[config.mk]
export PLATFORM = sky130hd
export DESIGN_NAME = cpu
export DESIGN_NICKNAME = d
export VERILOG_FILES = /design/src/cpu_pkg.sv /design/src/control_fsm.sv /design/src/cpu.sv /design/src/datapath.sv /design/src/fetch_unit.sv /design/src/instr_decode.sv
export VERILOG_INCLUDE_DIRS = /design/src
export SDC_FILE = /design/constraint.sdc
export NUM_CORES = 1
export LEC_CHECK = 0
export BUFFER_PORTS_ARGS = -buffer_cell sky130_fd_sc_hd__buf_2
export CAP_MARGIN = 30
export CORE_ASPECT_RATIO = 1.5
export CORE_MARGIN = 8
export CORE_UTILIZATION = 26
export DETAILED_ROUTE_END_ITERATION = 10
export HOLD_SLACK_MARGIN = 0.08
export PLACE_DENSITY_LB_ADDON = 0.12
export SYNTH_ARGS = -nofsm -noshare
export SYNTH_HDL_FRONTEND = slang
export SYNTH_HIERARCHICAL = 1
export SYNTH_SLANG_ARGS = --single-unit
[constraint.sdc]
create_clock -name clk -period 13.3 [get_ports clk]
set_input_delay 2.66 -clock clk [delete_from_list [all_inputs] [get_ports clk]]
set_output_delay 2.66 -clock clk [all_outputs]
set_load 0.01 [all_outputs]
[src/cpu_settings.svh]
`ifndef CPU_SETTINGS_SVH
`define CPU_SETTINGS_SVH

// data and instruction word
`define CPU_WORD_W 16

// word addressed memory, also the PC width
`define CPU_ADDR_W 9

// general register file
`define CPU_REG_COUNT 8
`define CPU_REG_IDX_W 3

// first fetch after reset
`define CPU_RESET_PC 0

`endif

[src/cpu_pkg.sv]
`default_nettype none

`include "cpu_settings.svh"

package cpu_pkg;

    // instr[15:13]
    typedef enum logic [2:0] {
        op_branch = 3'b001,
        op_ldr    = 3'b011,
        op_str    = 3'b100,
        op_alu    = 3'b101,
        op_mov    = 3'b110,
        op_halt   = 3'b111
    } opcode_t;

    typedef enum logic [1:0] {
        alu_add = 2'b00,
        alu_cmp = 2'b01,
        alu_and = 2'b10,
        alu_mvn = 2'b11
    } alu_op_t;

    typedef enum logic [1:0] {
        sh_none         = 2'b00,
        sh_left1        = 2'b01,
        sh_right_logic1 = 2'b10,
        sh_right_arith1 = 2'b11
    } shift_t;

    // sits in the rn field of a branch
    typedef enum logic [2:0] {
        cond_always = 3'b000,
        cond_eq     = 3'b001,
        cond_ne     = 3'b010,
        cond_lt     = 3'b011,
        cond_le     = 3'b100
    } branch_cond_t;

    typedef enum logic [1:0] {sel_rn, sel_rd, sel_rm} reg_sel_t;

    typedef enum logic [1:0] {wb_c_reg, wb_imm8, wb_mem_data} wb_sel_t;

    typedef enum logic [1:0] {
        mem_none  = 2'b00,
        mem_read  = 2'b01,
        mem_write = 2'b11
    } mem_cmd_t;

    typedef struct packed {
        logic n;
        logic v;
        logic z;
    } status_t;

    typedef struct packed {
        opcode_t                   opcode;
        logic [1:0]                op;      // alu op, or mov variant
        logic [`CPU_REG_IDX_W-1:0] rn;
        logic [`CPU_REG_IDX_W-1:0] rd;
        logic [`CPU_REG_IDX_W-1:0] rm;
        shift_t                    shift;
        logic [`CPU_WORD_W-1:0]    imm8;
        logic [`CPU_WORD_W-1:0]    imm5;
        logic [`CPU_ADDR_W-1:0]    br_off;
    } decoded_t;

    typedef struct packed {
        reg_sel_t reg_sel;
        wb_sel_t  wb_sel;
        alu_op_t  alu_op;
        logic     write;
        logic     load_a;
        logic     load_b;
        logic     load_c;
        logic     load_s;
        logic     a_zero;
        logic     b_imm;
    } dp_ctrl_t;

    typedef struct packed {
        logic load_ir;
        logic load_pc;
        logic pc_branch;
        logic load_addr;
        logic addr_pc;
    } fetch_ctrl_t;

endpackage

`default_nettype wire

[src/control_fsm.sv]
`default_nettype none
`timescale 1ns/10ps

module control_fsm (
    input  wire logic                 clk,
    input  wire logic                 reset,
    input  wire cpu_pkg::decoded_t    dec,
    input  wire cpu_pkg::status_t     status,
    output cpu_pkg::dp_ctrl_t         dp_ctrl,
    output cpu_pkg::fetch_ctrl_t      fetch_ctrl,
    output cpu_pkg::mem_cmd_t         mem_cmd,
    output logic                      halt
);
    import cpu_pkg::*;

    // s_a..s_h are the execute steps, kept in order
    typedef enum logic [3:0] {
        s_rst, s_if1, s_if2, s_update, s_decode,
        s_a, s_b, s_c, s_d, s_e, s_f, s_g, s_h,
        s_halt
    } state_t;

    localparam logic [1:0] mov_reg_op = 2'b00;
    localparam logic [1:0] mov_imm_op = 2'b10;

    state_t       state;
    state_t       state_nxt;
    state_t       last_state;
    branch_cond_t cond;
    logic         cond_ok;
    logic         taken;
    logic         mov_imm;
    dp_ctrl_t     dp_nxt;
    fetch_ctrl_t  fc_nxt;
    mem_cmd_t     cmd_nxt;

    assign mov_imm = (dec.op == mov_imm_op);
    assign cond    = branch_cond_t'(dec.rn);
    assign cond_ok = (dec.rn <= 3'd4);

    always_comb
    begin
        case (cond)
            cond_always: taken = 1'b1;
            cond_eq:     taken = status.z;
            cond_ne:     taken = !status.z;
            cond_lt:     taken = (status.n != status.v);
            cond_le:     taken = (status.n != status.v) || status.z;
            default:     taken = 1'b0;
        endcase
    end

    // final execute step per instruction
    always_comb
    begin
        case (dec.opcode)
            op_mov:    last_state = mov_imm ? s_a : s_c;
            op_alu:    last_state = s_d;
            op_ldr:    last_state = s_f;
            op_str:    last_state = s_h;
            op_branch: last_state = s_b;
            default:   last_state = s_a;
        endcase
    end

    always_comb
    begin
        case (state)
            s_rst:    state_nxt = s_if1;
            s_if1:    state_nxt = s_if2;
            s_if2:    state_nxt = s_update;
            s_update: state_nxt = s_decode;
            s_decode:
            begin
                case (dec.opcode)
                    op_mov:
                        state_nxt = (mov_imm || dec.op == mov_reg_op) ? s_a : s_halt;
                    op_branch: state_nxt = cond_ok ? s_a : s_halt;
                    op_halt:   state_nxt = s_halt;
                    default:   state_nxt = s_a;
                endcase
            end
            s_halt:   state_nxt = s_halt;  // only reset leaves
            default:
                state_nxt = (state == last_state) ? s_if1 : state_t'(state + 4'd1);
        endcase
    end

    // controls for the state being entered
    always_comb
    begin
        dp_nxt  = '0;
        fc_nxt  = '0;
        cmd_nxt = mem_none;
        case (state_nxt)
            s_if1:
            begin
                cmd_nxt        = mem_read;
                fc_nxt.addr_pc = 1'b1;
            end
            s_if2:
            begin
                cmd_nxt        = mem_read;
                fc_nxt.addr_pc = 1'b1;
                fc_nxt.load_ir = 1'b1;
            end
            s_update: fc_nxt.load_pc = 1'b1;
            s_a:
            begin
                case (dec.opcode)
                    op_mov:
                    begin
                        if (mov_imm)
                        begin
                            dp_nxt.wb_sel = wb_imm8;
                            dp_nxt.write  = 1'b1;
                        end
                        else
                        begin
                            dp_nxt.reg_sel = sel_rm;
                            dp_nxt.load_b  = 1'b1;
                        end
                    end
                    op_alu, op_ldr, op_str: dp_nxt.load_a = 1'b1;  // rn
                    default: ;
                endcase
            end
            s_b:
            begin
                case (dec.opcode)
                    op_mov:
                    begin
                        dp_nxt.a_zero = 1'b1;
                        dp_nxt.load_c = 1'b1;
                    end
                    op_alu:
                    begin
                        dp_nxt.reg_sel = sel_rm;
                        dp_nxt.load_b  = 1'b1;
                    end
                    op_branch:
                    begin
                        fc_nxt.load_pc   = taken;
                        fc_nxt.pc_branch = taken;
                    end
                    default: ;
                endcase
            end
            s_c:
            begin
                case (dec.opcode)
                    op_mov:
                    begin
                        dp_nxt.reg_sel = sel_rd;
                        dp_nxt.write   = 1'b1;
                    end
                    op_alu:
                    begin
                        dp_nxt.alu_op = alu_op_t'(dec.op);
                        dp_nxt.load_s = (dp_nxt.alu_op == alu_cmp);
                        dp_nxt.load_c = (dp_nxt.alu_op != alu_cmp);
                    end
                    op_ldr, op_str:
                    begin
                        dp_nxt.b_imm  = 1'b1;  // base + imm5
                        dp_nxt.load_c = 1'b1;
                    end
                    default: ;
                endcase
            end
            s_d:
            begin
                if (dec.opcode == op_alu)
                begin
                    dp_nxt.reg_sel = sel_rd;
                    dp_nxt.write   = (alu_op_t'(dec.op) != alu_cmp);
                end
                else
                    fc_nxt.load_addr = 1'b1;
            end
            s_e:
            begin
                if (dec.opcode == op_ldr)
                    cmd_nxt = mem_read;
            end
            s_f:
            begin
                dp_nxt.reg_sel = sel_rd;
                if (dec.opcode == op_ldr)
                begin
                    cmd_nxt       = mem_read;
                    dp_nxt.wb_sel = wb_mem_data;
                    dp_nxt.write  = 1'b1;
                end
                else
                    dp_nxt.load_b = 1'b1;  // store data
            end
            s_g:
            begin
                dp_nxt.a_zero = 1'b1;
                dp_nxt.load_c = 1'b1;
            end
            s_h: cmd_nxt = mem_write;
            default: ;
        endcase
    end

    always_ff @(posedge clk)
    begin
        if (reset)
        begin
            state      <= s_rst;
            dp_ctrl    <= '0;
            fetch_ctrl <= '0;
            mem_cmd    <= mem_none;
            halt       <= 1'b0;
        end
        else
        begin
            state      <= state_nxt;
            dp_ctrl    <= dp_nxt;
            fetch_ctrl <= fc_nxt;
            mem_cmd    <= cmd_nxt;
            halt       <= (state_nxt == s_halt);
        end
    end

endmodule

`default_nettype wire

[src/cpu.sv]
`default_nettype none
`timescale 1ns/10ps

`include "cpu_settings.svh"

module cpu (
    input  wire logic                   clk,
    input  wire logic                   reset,
    input  wire logic [`CPU_WORD_W-1:0] read_data,
    output logic [`CPU_WORD_W-1:0]      out,
    output cpu_pkg::status_t            status,
    output cpu_pkg::mem_cmd_t           mem_cmd,
    output logic [`CPU_ADDR_W-1:0]      mem_addr,
    output logic                        halt
);
    import cpu_pkg::*;

    logic [`CPU_WORD_W-1:0] instr;
    decoded_t               dec;
    dp_ctrl_t               dp_ctrl;
    fetch_ctrl_t            fetch_ctrl;

    instr_decode i_decode (
        .instr (instr),
        .dec   (dec)
    );

    fetch_unit i_fetch (
        .clk       (clk),
        .reset     (reset),
        .read_data (read_data),
        .ctrl      (fetch_ctrl),
        .dec       (dec),
        .c_value   (out),
        .mem_addr  (mem_addr),
        .instr     (instr)
    );

    control_fsm i_ctrl (
        .clk        (clk),
        .reset      (reset),
        .dec        (dec),
        .status     (status),
        .dp_ctrl    (dp_ctrl),
        .fetch_ctrl (fetch_ctrl),
        .mem_cmd    (mem_cmd),
        .halt       (halt)
    );

    // C doubles as store data
    datapath i_dp (
        .clk     (clk),
        .reset   (reset),
        .ctrl    (dp_ctrl),
        .dec     (dec),
        .mdata   (read_data),
        .c_value (out),
        .status  (status)
    );

endmodule

`default_nettype wire

[src/datapath.sv]
`default_nettype none
`timescale 1ns/10ps

`include "cpu_settings.svh"

module datapath (
    input  wire logic                   clk,
    input  wire logic                   reset,
    input  wire cpu_pkg::dp_ctrl_t      ctrl,
    input  wire cpu_pkg::decoded_t      dec,
    input  wire logic [`CPU_WORD_W-1:0] mdata,
    output logic [`CPU_WORD_W-1:0]      c_value,
    output cpu_pkg::status_t            status
);
    import cpu_pkg::*;

    logic [`CPU_WORD_W-1:0]    regs [`CPU_REG_COUNT];
    logic [`CPU_REG_IDX_W-1:0] idx;
    logic [`CPU_WORD_W-1:0]    rd_val;
    logic [`CPU_WORD_W-1:0]    wb_val;
    logic [`CPU_WORD_W-1:0]    a_reg;
    logic [`CPU_WORD_W-1:0]    b_reg;
    logic [`CPU_WORD_W-1:0]    b_sh;
    logic [`CPU_WORD_W-1:0]    ain;
    logic [`CPU_WORD_W-1:0]    bin;
    logic [`CPU_WORD_W-1:0]    result;
    logic                      ovf;

    // one index for both read and write
    always_comb
    begin
        case (ctrl.reg_sel)
            sel_rn:  idx = dec.rn;
            sel_rd:  idx = dec.rd;
            default: idx = dec.rm;
        endcase
    end

    assign rd_val = regs[idx];

    always_comb
    begin
        case (ctrl.wb_sel)
            wb_imm8:     wb_val = dec.imm8;
            wb_mem_data: wb_val = mdata;
            default:     wb_val = c_value;
        endcase
    end

    always_ff @(posedge clk)
    begin
        if (ctrl.write)
            regs[idx] <= wb_val;
    end

    always_ff @(posedge clk)
    begin
        if (ctrl.load_a)
            a_reg <= rd_val;
        if (ctrl.load_b)
            b_reg <= rd_val;
    end

    always_comb
    begin
        case (dec.shift)
            sh_left1:        b_sh = {b_reg[`CPU_WORD_W-2:0], 1'b0};
            sh_right_logic1: b_sh = {1'b0, b_reg[`CPU_WORD_W-1:1]};
            sh_right_arith1: b_sh = {b_reg[`CPU_WORD_W-1], b_reg[`CPU_WORD_W-1:1]};
            default:         b_sh = b_reg;
        endcase
    end

    assign ain = ctrl.a_zero ? '0 : a_reg;
    assign bin = ctrl.b_imm ? dec.imm5 : b_sh;

    always_comb
    begin
        case (ctrl.alu_op)
            alu_add: result = ain + bin;
            alu_cmp: result = ain - bin;
            alu_and: result = ain & bin;
            default: result = ~bin;  // mvn
        endcase
    end

    // signed overflow of ain - bin
    assign ovf = (ain[`CPU_WORD_W-1] ^ bin[`CPU_WORD_W-1])
               & (result[`CPU_WORD_W-1] ^ ain[`CPU_WORD_W-1]);

    always_ff @(posedge clk)
    begin
        if (ctrl.load_c)
            c_value <= result;
    end

    always_ff @(posedge clk)
    begin
        if (reset)
            status <= '0;
        else if (ctrl.load_s)
        begin
            status.n <= result[`CPU_WORD_W-1];
            status.v <= ovf;
            status.z <= (result == '0);
        end
    end

endmodule

`default_nettype wire

[src/fetch_unit.sv]
`default_nettype none
`timescale 1ns/10ps

`include "cpu_settings.svh"

module fetch_unit (
    input  wire logic                   clk,
    input  wire logic                   reset,
    input  wire logic [`CPU_WORD_W-1:0] read_data,
    input  wire cpu_pkg::fetch_ctrl_t   ctrl,
    input  wire cpu_pkg::decoded_t      dec,
    input  wire logic [`CPU_WORD_W-1:0] c_value,
    output logic [`CPU_ADDR_W-1:0]      mem_addr,
    output logic [`CPU_WORD_W-1:0]      instr
);

    localparam logic [`CPU_ADDR_W-1:0] reset_pc = `CPU_RESET_PC;

    logic [`CPU_ADDR_W-1:0] pc;
    logic [`CPU_ADDR_W-1:0] next_pc;
    logic [`CPU_ADDR_W-1:0] data_addr;

    // instruction register
    always_ff @(posedge clk)
    begin
        if (ctrl.load_ir)
            instr <= read_data;
    end

    // pc already holds branch address + 1 by the time a branch executes
    assign next_pc = ctrl.pc_branch ? pc + dec.br_off : pc + 1'b1;

    always_ff @(posedge clk)
    begin
        if (reset)
            pc <= reset_pc;
        else if (ctrl.load_pc)
            pc <= next_pc;
    end

    always_ff @(posedge clk)
    begin
        if (ctrl.load_addr)
            data_addr <= c_value[`CPU_ADDR_W-1:0];  // base + imm5 from C
    end

    assign mem_addr = ctrl.addr_pc ? pc : data_addr;

endmodule

`default_nettype wire

[src/instr_decode.sv]
`default_nettype none
`timescale 1ns/10ps

`include "cpu_settings.svh"

module instr_decode (
    input  wire logic [`CPU_WORD_W-1:0] instr,
    output cpu_pkg::decoded_t           dec
);
    import cpu_pkg::*;

    logic [2:0] raw_op;

    assign raw_op = instr[15:13];

    always_comb
    begin
        // call group and unused codes fall through to halt
        if (raw_op inside {op_mov, op_alu, op_ldr, op_str, op_branch})
            dec.opcode = opcode_t'(raw_op);
        else
            dec.opcode = op_halt;

        dec.op = instr[12:11];
        dec.rn = instr[10:8];
        dec.rd = instr[7:5];
        dec.rm = instr[2:0];

        // imm5 sits on the shift bits of ldr/str
        if (raw_op inside {op_ldr, op_str})
            dec.shift = sh_none;
        else
            dec.shift = shift_t'(instr[4:3]);

        dec.imm8   = {{(`CPU_WORD_W - 8){instr[7]}}, instr[7:0]};
        dec.imm5   = {{(`CPU_WORD_W - 5){instr[4]}}, instr[4:0]};
        dec.br_off = {{(`CPU_ADDR_W - 8){instr[7]}}, instr[7:0]};
    end

endmodule

`default_nettype wire

==> metrics.txt <==
Clock Sinks=238; Min-Delay Path Class=flop to flop; RePlAce Congestion=0.8445; post-CTS sizing=0; Worst Hold Launch=i_fetch/pc[7]; nets=1076; max cap viols=0; Hold Path Sink=i_fetch/pc[7]; most common cell in the synthesized netlist=edfxtp_1; CTS H-tree lvls=1; drt drc=0; worst-case clock buffer depth=3; switching share of total power=31.60%; overall die width=195.5 um; sequential share of the synthesized area=53.93%; worst r2r dst=i_dp/status[0]; status=completed; Setup WS pre-CTS=7.777 ns; GR Overflow Total=0; Netlist Area Pre-Place=12560 um^2; post-synth top area cell=edfxtp_1; Ports=49; Setup crit end kind=flop; routed via count=7888; Initial DRC Count=390; Cells after Synth=1018; final setup vio count=0; vias in the first global route=8184; detail-routed via count per cell=4.798; CP delay by family, top=simple AND/OR/NAND/NOR gates; r2r setup slk=7.78 ns; Clock power frac=32.9%; post-DP HPWL=27.15 mm; sw power=0.0007043 W; Starting Density=26.34%; Peak Freq=0.1812 GHz; clock skew=0.02488 ns; library cells used by synthesis=91; WL final=35.90 mm; Root Driver=clkbuf_16; leak pwr=4.858 nW; syn nets=1070; Slowest-stage cell, CP=edfxtp_1; FP Rows=98; drt first pass iters=5; clock latency on the worst-skew pair=0.55 ns; Fin. Hold Viols=0; CP dominant cell by count=or3_1; PD cells=158.2 nW/um^2; CTS buffer count=26; first-pass GRT wire length=53.21 mm; crit-path cells=nor3b_2, buf_4, nor2_2, a222oi_1, nor2_1, a41oi_1, a21oi_1, xor2_1, ha_1, or3_1, o21ai_0, a211oi_1, or3_1, a31o_1, nor4b_2, or4b_1, o31ai_2; RSZ-0062 raised after global routing=no; Die Ht=285.2 um; cts hold-fix bufs=0; area share of the largest cell type after synthesis=48.04%; Worst EP arrival=5.99 ns; count of flip-flops with a built-in enable after synthesis=201; critical path depth in cells=17; r2r worst-path depth=17; area delta synth->final=12.14%; Hold WS=0.5233 ns; Largest Register=i_dp/regs; layout cell share with drive strength beyond 1=20.88%; CP Class=flop to flop; largest net degree at the start of global routing=40; crit path launch type=flop; logic gate share of total power=26.2%; worst-margin pin slew=1.028 ns; Avg Synthesized Cell Area=12.34 um^2; die footprint=55760 um^2; post-route setup TNS=0 ns; crit path time final=5.518 ns; Req. time, crit path=13.77 ns; Top FF cell, synth=edfxtp_1; max reg flops=128; antenna viol nets, final=0; #FFs+latches synth=238; clk slew on worst S/H paths=0.06 ns; crit share post-route=41.49%; Flop pwr share=40.9%; Yosys warning count=6; Worst Path Buf+Inv=1; # port buffers=48; reg-to-reg startpoint=i_fetch/instr[4]; setup bufs post-CTS=0; Slew headroom=30.72%; most instantiated cells after synthesis=201 x edfxtp_1, 68 x nand2_1, 58 x nor2_1, 57 x buf_4, 42 x o21ai_0; hold path depth=2; final routed wire length divided by cell count=21.84 um; ys async rst share=0%; Slew Viols, Final=0; Worst path max stage delay=0.78 ns; Max FO, Critical Path=21; IR drop worst, VDD=82.26 uV; Core ar.=47700 um^2; initial antenna violation count=0; CTS tree=done; post-route setup slack=7.782 ns; Overall Global Routing Usage=12.60%; number of diodes=0; synth top area cells=edfxtp_1 48%, dfxtp_1 5.9%, mux4_2 5.7%, buf_4 3.4%, ha_1 3.2%; P_int=0.001525 W
[tightest hold or removal path: stages (launching register included)]
cell	delay, ns
dfxtp_1	0.33
inv_1	0.05
o311ai_1	0.08
[how the worst max path moves through the flow]
| stage | slack [ns] | to | start |
|---|---|---|---|
| after detailed placement | 7.78 | i_dp/status[0] | i_fetch/instr[4] |
| after CTS | 7.78 | i_dp/status[0] | i_fetch/instr[4] |
| final | 7.78 | i_dp/status[0] | i_fetch/instr[4] |
| after global routing | 7.32 | i_dp/status[0] | i_fetch/instr[4] |
| after global placement | 7.79 | i_dp/status[0] | i_fetch/instr[4] |
| after floorplan | 8.54 | i_dp/status[0] | i_fetch/instr[13] |
[routing by layer]
layer	GRT usage (%)	wire length, um	vias to the layer above	share of wire (%)
met4	5.318	1367	0	3.8
li1	-	-	3800	-
met3	1.427	1164	53	3.2
met2	23.96	19140	166	53
met5	0	0	-	0
met1	13.90	14230	3869	40
[layout by cell type, fill, tap and decap left out, drive strengths merged, types with 5 or more instances in the layout]
cell	n
a211oi	11
a21o	7
a21oi	36
a222oi	5
a22oi	18
a31oi	7
and2	11
and3	5
buf	76
clkbuf	37
clkinv	6
dfxtp	37
edfxtp	201
ha	32
inv	40
mux2	31
mux2i	31
mux4	32
nand2	69
nand2b	16
nand3	16
nor2	59
nor2b	42
nor3	16
nor3b	13
nor4	5
o211ai	11
o21a	11
o21ai	51
o31a	5
or3	6
or3b	5
xnor2	10
xor2	15
[area by class of cell]
cell class | instances | area, um^2
well taps | 600 | 750.7
clock inverters | 12 | 132.6
repair buffers | 77 | 461.7
fillers | 4875 | 33610
multi-input cells | 643 | 5087
clock buffers | 36 | 738.2
inverters | 38 | 142.6
flip-flops and latches | 238 | 6777
[through the flow]
| stage | total power (W) | instance area (um^2) | utilization, % | cells |
|---|---|---|---|---|
| floorplan | 0.001374 | 12560 | - | 1018 |
| global placement | 0.001520 | 13180 | 27.63 | 1591 |
| detailed placement | 0.001517 | 13210 | 27.70 | 1595 |
| CTS | 0.002263 | 14080 | 29.52 | 1643 |
| global route | 0.002349 | 14090 | 29.54 | 1644 |
| finish | 0.002229 | 14090 | 29.54 | 1644 |
[cells by family after synthesis]
group / Yosys count / synth area share, %
buffers and inverters: 137 / 6.144
adder cells (fa/ha/maj): 34 / 3.505
flip-flops: 238 / 53.93
XOR/XNOR: 25 / 1.743
AO/OA/AOI/OAI: 199 / 10.97
multiplexers: 94 / 10.98
AND/OR/NAND/NOR: 291 / 12.72
[power groups by stage]
stage | combinational (W) | clock [W] | sequential [W]
after floorplan | 0.000477 | 0 | 0.000897
after global placement | 0.000590 | 0 | 0.000930
after detailed placement | 0.000587 | 0 | 0.000930
after CTS | 0.000590 | 0.000759 | 0.000914
after global routing | 0.000645 | 0.000786 | 0.000918
final | 0.000583 | 0.000734 | 0.000912
Power figures use the tool's default switching activity.
